--- src/bconv_pkg.sv ---
// binary conv engine shared widths, constants and stage-to-stage structs
package bconv_pkg;

	// ==================================================
	// widths and constants
	// ==================================================
	// data word, also the widest matrix
	localparam int word_w = 16;
	// fixed square kernel
	localparam int kernel_dim = 3;
	localparam int kernel_taps = kernel_dim * kernel_dim;
	// row-count value that closes a run
	localparam logic [word_w-1:0] end_marker = 16'h00FF;
	// highest mismatch total still giving a 1
	localparam int mismatch_limit = 4;
	// window out of fetch to write pulse
	localparam int pipe_depth = 3;

	// ==================================================
	// types
	// ==================================================
	typedef logic [word_w-1:0] word_t;
	typedef logic [$clog2(word_w)-1:0] col_idx_t;

	// one window per cycle from fetch into count
	// tap 3k+j is row k, column col+j, already xor'd with the weight
	typedef struct packed {
		logic valid;
		logic [kernel_taps-1:0] taps;
		col_idx_t col;
		// last valid column of the output row
		logic row_last;
		// first window after dut_run
		logic run_first;
	} window_t;

	// thresholded bit from count into the writer
	typedef struct packed {
		logic valid;
		// 1 when mismatches <= mismatch_limit
		logic out_bit;
		col_idx_t col;
		logic row_last;
	} result_t;

endpackage

--- src/bconv_window_fetch.sv ---
// conv fetch stage, runs the matrix sequence and streams mismatch windows
`timescale 1ns/1ps

module bconv_window_fetch
	import bconv_pkg::*;
#(
	parameter int addr_w = 12
) (
	input  logic clk,
	input  logic reset_b,
	input  logic dut_run,
	output logic dut_busy,
	output logic [addr_w-1:0] dut_sram_read_address,
	input  word_t sram_dut_read_data,
	output logic [addr_w-1:0] dut_wmem_read_address,
	input  word_t wmem_dut_read_data,
	output window_t window
);

	typedef enum logic [2:0] {
		st_idle,
		st_hdr,
		st_rows,
		st_cols,
		st_load,
		st_sweep,
		st_shift,
		st_drain
	} state_t;

	localparam int drain_w = $clog2(pipe_depth + 1);
	typedef logic [drain_w-1:0] drain_t;

	state_t state;
	logic [addr_w-1:0] rd_addr;
	// row shifts still to do in this matrix
	word_t rows_left;
	col_idx_t last_col;
	col_idx_t col;
	logic [1:0] load_cnt;
	drain_t drain_cnt;
	logic first_pend;

	// row buffers, index 0 is the top kernel row
	logic [kernel_dim-1:0][word_w-1:0] rows_q;
	logic [kernel_taps-1:0] weight;
	logic [kernel_dim-1:0][word_w-1:0] shifted;
	logic [kernel_taps-1:0] mism;

	// input sram, one read in flight, data back next cycle
	assign dut_sram_read_address = rd_addr;
	// weights always at address 0
	assign dut_wmem_read_address = '0;

	// ==================================================
	// window taps
	// ==================================================
	always_comb begin
		for (int k = 0; k < kernel_dim; k++) begin
			// bring column col down to bit 0
			shifted[k] = rows_q[k] >> col;
			mism[k*kernel_dim +: kernel_dim] =
				shifted[k][kernel_dim-1:0] ^ weight[k*kernel_dim +: kernel_dim];
		end
	end

	// ==================================================
	// run control
	// ==================================================
	always_ff @(posedge clk or negedge reset_b) begin
		if (!reset_b) begin
			state <= st_idle;
			dut_busy <= 1'b0;
			rd_addr <= '0;
			rows_left <= '0;
			last_col <= '0;
			col <= '0;
			load_cnt <= '0;
			drain_cnt <= '0;
			first_pend <= 1'b0;
			window <= '0;
		end else begin
			// window only valid in sweep
			window.valid <= 1'b0;
			window.run_first <= 1'b0;
			case (state)
				st_idle: begin
					// run ignored unless idle
					if (dut_run) begin
						dut_busy <= 1'b1;
						rd_addr <= '0;
						first_pend <= 1'b1;
						state <= st_hdr;
					end
				end
				st_hdr: begin
					// row-count address on the bus, step to cols
					rd_addr <= rd_addr + 1'b1;
					state <= st_rows;
				end
				st_rows: begin
					if (sram_dut_read_data == end_marker) begin
						// let count and writer empty out
						drain_cnt <= drain_t'(pipe_depth);
						state <= st_drain;
					end else begin
						rows_left <= sram_dut_read_data - word_t'(kernel_dim);
						rd_addr <= rd_addr + 1'b1;
						state <= st_cols;
					end
				end
				st_cols: begin
					// last start column is cols-3
					last_col <= col_idx_t'(sram_dut_read_data - word_t'(kernel_dim));
					rd_addr <= rd_addr + 1'b1;
					load_cnt <= '0;
					state <= st_load;
				end
				st_load: begin
					// third load leaves the address on the next row
					if (load_cnt == 2'(kernel_dim - 1)) begin
						col <= '0;
						state <= st_sweep;
					end else begin
						load_cnt <= load_cnt + 1'b1;
						rd_addr <= rd_addr + 1'b1;
					end
				end
				st_sweep: begin
					window.valid <= 1'b1;
					window.taps <= mism;
					window.col <= col;
					window.row_last <= (col == last_col);
					window.run_first <= first_pend;
					first_pend <= 1'b0;
					if (col == last_col) begin
						col <= '0;
						// out of rows, next header is already addressed
						state <= (rows_left == '0) ? st_hdr : st_shift;
					end else begin
						col <= col + 1'b1;
					end
				end
				st_shift: begin
					// next row sat on the bus during the sweep
					rows_left <= rows_left - 1'b1;
					rd_addr <= rd_addr + 1'b1;
					state <= st_sweep;
				end
				st_drain: begin
					if (drain_cnt == drain_t'(1)) begin
						dut_busy <= 1'b0;
						state <= st_idle;
					end else begin
						drain_cnt <= drain_cnt - 1'b1;
					end
				end
				default: state <= st_idle;
			endcase
		end
	end

	// row buffers and weights
	always_ff @(posedge clk) begin
		if (state == st_cols) begin
			weight <= wmem_dut_read_data[kernel_taps-1:0];
		end
		// shift up, new row in at the bottom
		if (state == st_load || state == st_shift) begin
			rows_q <= {sram_dut_read_data, rows_q[kernel_dim-1:1]};
		end
	end

endmodule

--- src/bconv_popcount_threshold.sv ---
// conv count stage, two-cycle mismatch popcount and majority threshold
`timescale 1ns/1ps

module bconv_popcount_threshold
	import bconv_pkg::*;
(
	input  logic clk,
	input  logic reset_b,
	input  window_t window,
	output result_t result
);

	typedef logic [$clog2(kernel_dim + 1)-1:0] row_cnt_t;
	typedef logic [$clog2(kernel_taps + 1)-1:0] sum_t;

	row_cnt_t [kernel_dim-1:0] row_cnt_d;
	row_cnt_t [kernel_dim-1:0] row_cnt_q;
	sum_t total;

	// stage 1 sidebands
	logic s1_valid;
	col_idx_t s1_col;
	logic s1_row_last;

	// ==================================================
	// stage 1, per kernel row counts
	// ==================================================
	always_comb begin
		row_cnt_d = '0;
		for (int k = 0; k < kernel_dim; k++) begin
			for (int j = 0; j < kernel_dim; j++) begin
				row_cnt_d[k] = row_cnt_d[k] + row_cnt_t'(window.taps[k*kernel_dim + j]);
			end
		end
	end

	always_ff @(posedge clk or negedge reset_b) begin
		if (!reset_b) begin
			s1_valid <= 1'b0;
		end else begin
			s1_valid <= window.valid;
		end
	end

	always_ff @(posedge clk) begin
		row_cnt_q <= row_cnt_d;
		s1_col <= window.col;
		s1_row_last <= window.row_last;
	end

	// ==================================================
	// stage 2, total and threshold
	// ==================================================
	always_comb begin
		total = '0;
		for (int k = 0; k < kernel_dim; k++) begin
			total = total + sum_t'(row_cnt_q[k]);
		end
	end

	always_ff @(posedge clk or negedge reset_b) begin
		if (!reset_b) begin
			result <= '0;
		end else begin
			result.valid <= s1_valid;
			// majority match
			result.out_bit <= (total <= sum_t'(mismatch_limit));
			result.col <= s1_col;
			result.row_last <= s1_row_last;
		end
	end

endmodule

--- src/bconv_row_writer.sv ---
// conv write-back stage, packs result bits into row words for the output sram
`timescale 1ns/1ps

module bconv_row_writer
	import bconv_pkg::*;
#(
	parameter int addr_w = 12
) (
	input  logic clk,
	input  logic reset_b,
	input  result_t result,
	input  logic run_first,
	output logic [addr_w-1:0] dut_sram_write_address,
	output word_t dut_sram_write_data,
	output logic dut_sram_write_enable
);

	// next output row address, runs across matrices
	logic [addr_w-1:0] wr_addr;
	// bits of the row being built
	word_t row_acc;
	// finished row word including the closing bit
	word_t row_word;

	// last column's bit goes straight into the write data
	assign row_word = row_acc | (word_t'(result.out_bit) << result.col);

	// ==================================================
	// accumulate and write
	// ==================================================
	always_ff @(posedge clk or negedge reset_b) begin
		if (!reset_b) begin
			wr_addr <= '0;
			row_acc <= '0;
			dut_sram_write_enable <= 1'b0;
		end else begin
			// single-cycle pulse
			dut_sram_write_enable <= 1'b0;
			// first window is two cycles ahead of its result
			if (run_first) begin
				wr_addr <= '0;
			end
			if (result.valid) begin
				if (result.row_last) begin
					dut_sram_write_enable <= 1'b1;
					wr_addr <= wr_addr + 1'b1;
					// cleared so bits past cols-3 stay 0
					row_acc <= '0;
				end else begin
					row_acc[result.col] <= result.out_bit;
				end
			end
		end
	end

	// write payload, only sampled with the enable
	always_ff @(posedge clk) begin
		if (result.valid && result.row_last) begin
			dut_sram_write_address <= wr_addr;
			dut_sram_write_data <= row_word;
		end
	end

endmodule

--- src/bconv_top.sv ---
// binary 3x3 conv engine top, fetch, count and write-back on the sram ports
`timescale 1ns/1ps

module bconv_top
	import bconv_pkg::*;
#(
	parameter int addr_w = 12
) (
	input  logic clk,
	input  logic reset_b,
	input  logic dut_run,
	output logic dut_busy,
	output logic [addr_w-1:0] dut_sram_read_address,
	input  word_t sram_dut_read_data,
	output logic [addr_w-1:0] dut_wmem_read_address,
	input  word_t wmem_dut_read_data,
	output logic [addr_w-1:0] dut_sram_write_address,
	output word_t dut_sram_write_data,
	output logic dut_sram_write_enable
);

	// fetch to count
	window_t window_s;
	// count to writer
	result_t result_s;

	bconv_window_fetch #(
		.addr_w(addr_w)
	) i_fetch (
		.clk(clk),
		.reset_b(reset_b),
		.dut_run(dut_run),
		.dut_busy(dut_busy),
		.dut_sram_read_address(dut_sram_read_address),
		.sram_dut_read_data(sram_dut_read_data),
		.dut_wmem_read_address(dut_wmem_read_address),
		.wmem_dut_read_data(wmem_dut_read_data),
		.window(window_s)
	);

	bconv_popcount_threshold i_count (
		.clk(clk),
		.reset_b(reset_b),
		.window(window_s),
		.result(result_s)
	);

	// address restart taken from the window, ahead of its result
	bconv_row_writer #(
		.addr_w(addr_w)
	) i_writer (
		.clk(clk),
		.reset_b(reset_b),
		.result(result_s),
		.run_first(window_s.run_first),
		.dut_sram_write_address(dut_sram_write_address),
		.dut_sram_write_data(dut_sram_write_data),
		.dut_sram_write_enable(dut_sram_write_enable)
	);

endmodule

--- config.mk ---
export PLATFORM = sky130hd
export DESIGN_NAME = bconv_top
export DESIGN_NICKNAME = d
export VERILOG_FILES = /design/src/bconv_pkg.sv /design/src/bconv_window_fetch.sv /design/src/bconv_popcount_threshold.sv /design/src/bconv_row_writer.sv /design/src/bconv_top.sv
export SDC_FILE = /design/constraint.sdc
export NUM_CORES = 1
export LEC_CHECK = 0
export ABC_CLOCK_PERIOD_IN_PS = 5040
export BUFFER_PORTS_ARGS = -buffer_cell sky130_fd_sc_hd__buf_2
export CAP_MARGIN = 20
export CORE_ASPECT_RATIO = 2
export CORE_MARGIN = 2
export CORE_UTILIZATION = 60
export CTS_CLUSTER_SIZE = 14
export DETAILED_ROUTE_END_ITERATION = 6
export GPL_ROUTABILITY_DRIVEN = 0
export HOLD_SLACK_MARGIN = 0.05
export PLACE_DENSITY = 0.87
export SLEW_MARGIN = 25
export SYNTH_ARGS = -nofsm -noshare
export SYNTH_HDL_FRONTEND = slang
export SYNTH_SLANG_ARGS = --single-unit
--- constraint.sdc ---
create_clock -name clk -period 5.04 [get_ports clk]
set_input_delay 0 -clock clk [delete_from_list [all_inputs] [get_ports clk]]
set_output_delay 0 -clock clk [all_outputs]
set_load 0.01 [all_outputs]
======== Yosys cells after proc, flatten, opt, wreduce, memory -nomap -nowiden ========
Index checks and enable logic that the tools add are counted.
Widths: inputs -> output; s select.
storage, ports and cells
  word-level logic and storage cells ...... 134
  output and inout bits ................... 54
  bits in registers ....................... 194
  bits of input ports ..................... 35
operators by class
  equal/unequal tests ..................... 19
  $add $sub $neg .......................... 15
  muxes and demuxes ....................... 35
  $lt $le $gt $ge ......................... 3
  bitwise gates (word level) .............. 4
  reductions and logical operators ........ 21
  shifts and indexed selects .............. 4
operator list
  operator               count
  $mux 12                6
  $mux 16                3
  $pmux 12 s4            1
  $shr 16x4->3           3
  $pmux 16 s2            1
  $add 12x1->12 const B  2
  $pmux 3 s8             1
  $mux 3                 6
  $bwmux 16              1
  $eq 16x8->1 const B    1
  $logic_not 16->1       1
  $or 16x16->16          1
  $shl 1x4->16           1
  $sub 16x1->16 const B  1
  $sub 16x2->16 const B  1
  $eq 3x3->1 const B     4
  $reduce_bool 2->1      6
  $xor 3x3->3            3
  $mux 4                 2
  $ne 2x1->1 const B     4
  $ne 2x2->1 const B     4
  $pmux 2 s2             2
  $pmux 4 s2             1
  $reduce_and 2->1       4
  other kinds (26)       41

======== Longest topological paths before layout ========
  word-level depth ........................ 6
  depth in mapped cells ................... 9
  mapped depth without buffers ............ 7

======== Hierarchy ========
From an unflattened synthesis, not the netlist that was laid out.
unflattened totals
  cells, all modules ...................... 772
  area total of the unflattened synthesis .. 9,399.0 um2
by module, submodules not included
  module                    cells an instance  times used  seq. area each (um2)  area an instance (um2)
  bconv_window_fetch        539                1           3,238.1               6,342.3
  bconv_row_writer          200                1           1,566.5               2,478.6
  bconv_popcount_threshold  33                 1           420.4                 578.1

======== Least setup slack after synthesis ========
No wires, ideal clock.
  kind .................................... flip-flop to flip-flop
  start point ............................. reg i_fetch.state[0]
  end point ............................... reg i_fetch.rows_q[0] (netlist bit), enable pin
  buffers on the path ..................... 2
  stages on the path, launching flop included .. 4
  data required time ...................... 4.586 ns
  setup time .............................. 0.454 ns
  slack ................................... 1.832 ns
  data arrival time ....................... 2.754 ns
  clock period less this slack ............ 3.208 ns
  cell sequence ........................... dfrtp_1 buf_2 clkbuf_1 nor2_1
between the ends
  longest elaborated chain between the ends .. 2
  elaborated cells on any way between the ends .. 3
  classes of those cells .................. eq/ne (2); reduce/logical (1)
ends and longest elaborated chain
  what                    RTL line                   source
  start, declared         bconv_window_fetch.sv:34   state_t state;
  start signal, assigned  bconv_window_fetch.sv:72   state <= st_idle;
  start signal, assigned  bconv_window_fetch.sv:93   state <= st_hdr;
  start signal, assigned  bconv_window_fetch.sv:99   state <= st_rows;
  $eq 3x3->1              bconv_window_fetch.sv:169  if (state == st_load || state == st_shift) begin
  $logic_or 1x1->1 (*)    bconv_window_fetch.sv:169
  end signal, assigned    bconv_window_fetch.sv:170  rows_q <= {sram_dut_read_data, rows_q[kernel_dim-1:1]};
  end, declared           bconv_window_fetch.sv:45   logic [kernel_dim-1:0][word_w-1:0] rows_q;
Every way passes the cells marked *; elsewhere a longest branch is shown, timed or not.
A chain may end at the register's enable or synchronous reset.

======== Worst setup path in the final report ========
  start point ............................. reg i_fetch.state[0]
  end point ............................... reg i_fetch.col[3]
between the ends
  longest elaborated chain between the ends .. 3
  elaborated cells on any way between the ends .. 6
  classes of those cells .................. eq/ne (3); mux (1); reduce/logical (2)
ends and longest elaborated chain
  what                                                              RTL line                   source
  $eq 3x3->1                                                        bconv_window_fetch.sv:86   case (state)
  $ne 2x1->1 (no line) / $reduce_bool 2->1 (equally long branches)  --
  $reduce_and 2->1 (no line)                                        --
  end signal, assigned                                              bconv_window_fetch.sv:141  col <= col + 1'b1;
  end, declared                                                     bconv_window_fetch.sv:39   col_idx_t col;
Parallel ways exist; a longest one is shown, timed or not.

==> impl_metrics.toml <==
[cts]
clkTransAtPathRegs_ns = 0.07
cts.path.max_buffers = 2
clkSinkCount = 194
cts_tree = "built"
holdBufCountCts = 27
clk_latency_ns = 0.43
ctsHtreeMaxLevel = 4
numCtsBuffers = 17
root_buffer = "clkbuf_16"
postCtsSetupBuffers = 0
cts.repair.resized = 0

[global_routing]
track_usage_pct = 25.0
use_met3_pct = 4.29
met1_usage_pct = 30.4
grt.busiest_layer = "met2"
grt_pass1_wl_mm = 33.5
antenna_found_initial = 0
grt_overflow = 0
met2_usage_pct = 44.1
grt_pass1_vias = 6834
grt_start_max_net_pins = 54

[timing]
maxSlewViolCount = 0
fin_hold_ws_ns = 0.126
tightest_slew_ns = 1.00
hold_viol_final = 0
rsz0062_at_grt = "no"
finalCritPeriodShare_pct = 56.8
fmax_mhz = 349
fin_crit_ns = 2.86
setup-tns-final_ns = 0
finalSetupViolations = 0
max-slew-margin-rel_pct = 32.8
skew_ns = 0.0115

[layout]
mostFrequentLayoutCells = "97 x dfrtp_1, 85 x edfxtp_1, 83 x nand2_1"
mostFrequentLayoutCell = "dfrtp_1"
drive_gt1_share_pct = 17.9
diodes = 0
nets = 939
syn_to_final_growth_pct = 13.2

[synthesis]
ys_top_cells_by_area = "edfxtp_1 27%, dfrtp_1 26%, mux4_2 5.2%"
yosys.area.top_type = "edfxtp_1"
synth_top_area_share_pct = 26.8
syn_area_um2 = 9520
synth_ff_type = "dfrtp_1"
syn_inst = 806
yosysSeqAreaShare_pct = 54.9
yosysWarnings = 0
synth_fa_ha_area_share_pct = 2.50
synth_xor_area_share_pct = 2.12
synth_top_family_by_area = "simple AND/OR/NAND/NOR gates"
synth_compound_area_share_pct = 13.3
synth_area_per_cell_um2 = 11.8
synth-seq-cells = 194
synth_cell_types = 74
synth-edff-count = 85
synthSimpleGateAreaFrac_pct = 14.1
synthMuxAreaShare_pct = 8.91
async_flop_share_pct = 50.5

[floorplan]
die-area_um2 = 16900
fp-row-count = 65
ios = 89
die_w_um = 93.1
initial_core_util_pct = 60.9
die_h_um = 182
core_um2 = 15600

[placed_design]
io_buffer_count = 69
hpwlAfterDp_mm = 13.7

[power]
cellPowerDensity_nw_per_um2 = 282
p_leak_nw = 4.34
power_frac_comb_pct = 2.6
power_frac_seq_pct = 54.0
clkPwrFrac_pct = 43.3
p_sw_uw = 622
p_int_mw = 2.42
swShare_pct = 20.5
ir_drop_mv = 0.224

[detailed_routing]
drt_iter0_drc = 446
vias = 6916
routed_wl_mm = 20.5
postRouteAntennaNets = 0
vias_per_cell = 6.28
firstDrtPassIters = 5
wire_per_inst_um = 18.6
drcViolationCount = 0

[job]
cap_violations = 0

[critical_path]
cp-start-kind = "flop"
required_ns = 5.38
cp.arrival_ns = 3.20
cp_max_fo = 25
cp-end-kind = "flop"
worst-setup-path-type = "flop to flop"

[run_status]
status = "complete, no violations"

[worst_hold_path]
hp-class = "primary input to asynchronous set/reset pin"
-- layer usage --
layer  routed length [um]  share of wire [%]
met1                 7720                 38
met2                11100                 54
met5                    0                  0
met4                  636                3.1
met3                 1030                5.0
-- cell usage after synthesis (all sizes together), types with 9 or more instances --
| cell type | number |
|---|---|
| nor2 | 39 |
| a21oi | 33 |
| o31ai | 21 |
| xor2 | 9 |
| dfxtp | 11 |
| nand2 | 83 |
| xnor2 | 14 |
| nand3 | 35 |
| mux4 | 24 |
| buf | 33 |
| edfxtp | 85 |
| ha | 11 |
| nor3 | 25 |
| or4 | 10 |
| o21ai | 67 |
| inv | 18 |
| clkbuf | 17 |
| mux2i | 30 |
| dfrtp | 98 |
| o21bai | 12 |
-- power groups by stage --
stage                     registers, mW  logic [mW]  clock network [mW]
final                              1.64      0.0798                1.32
after global routing               1.64      0.0877                1.40
after CTS                          1.64      0.0794                1.34
after detailed placement           1.68      0.0628                   0
after global placement             1.68      0.0612                   0
after floorplan                    1.68      0.0278                   0
-- sequential cells by signal, indices dropped and copies added (netlist names), 3 cells and up --
| signal | count |
|---|---|
| i_fetch.col | 4 |
| i_fetch.rows_left | 16 |
| i_fetch.dut_sram_read_address | 12 |
| i_fetch.weight | 9 |
| i_fetch.last_col | 4 |
| i_count.s1_col | 4 |
| i_fetch.state | 3 |
| i_fetch.window | 16 |
| i_fetch.rows_q | 48 |
| i_count.row_cnt_q | 6 |
| i_writer.row_acc | 16 |
| i_count.result | 7 |
| i_writer.dut_sram_write_address | 12 |
| i_writer.dut_sram_write_data | 16 |
| i_writer.wr_addr | 12 |
-- final timing paths --
path / slack, ns / cells past startpoint / startpoint / to
worst min-delay path: 0.13 / 2 / reset_b / i_writer.row_acc[3]
worst max register to register: 2.18 / 7 / i_fetch.state[0] / i_fetch.col[3]
worst max-delay path: 2.18 / 7 / i_fetch.state[0] / i_fetch.col[3]
min in group clk: 0.29 / 2 / wmem_dut_read_data[3] / i_fetch.weight[3]
max in group asynchronous: 3.77 / 3 / reset_b / i_fetch.col[1]
worst min register to register: 0.33 / 0 / i_count.s1_col[0] / i_count.result[1]
-- critical path, stage by stage, from the launching register on --
cell and delay (ns):
dfrtp_1 0.74, nor2b_1 0.28, nand2_1 0.49, inv_1 0.40
o41ai_1 0.16, buf_4 0.20, or3_1 0.38, o211ai_1 0.11
-- logic make-up after synthesis --
| kind of cell | Yosys count |
|---|---|
| buf+inv | 68 |
| compound gates | 195 |
| flops | 194 |
| fa+ha+maj | 16 |
| simple gates | 255 |
| other cells | 1 |
| mux | 54 |
| xor+xnor | 23 |
-- stage by stage --
stage	power [mW]	instance area, um2	util [%]	instances	setup slack, ns
4_1_cts	3.06	10800	69.0	1102	2.23
3_3_place_gp	1.74	9870	63.2	1041	2.42
2_1_floorplan	1.70	9560	-	817	1.83
5_1_grt	3.13	10800	69.0	1102	2.00
3_5_place_dp	1.74	9920	63.5	1043	2.29
6_report	3.04	10800	69.0	1102	2.18
-- cell type report --
class	count	area, um2
multi-input combinational	555	3960
clock inverter	13	135
fill	1065	4840
sequential	194	5230
timing repair buffer	102	691
clock buffer	19	443
inverter	18	67.6
tap	201	251
(Power assumes the default switching activity.)
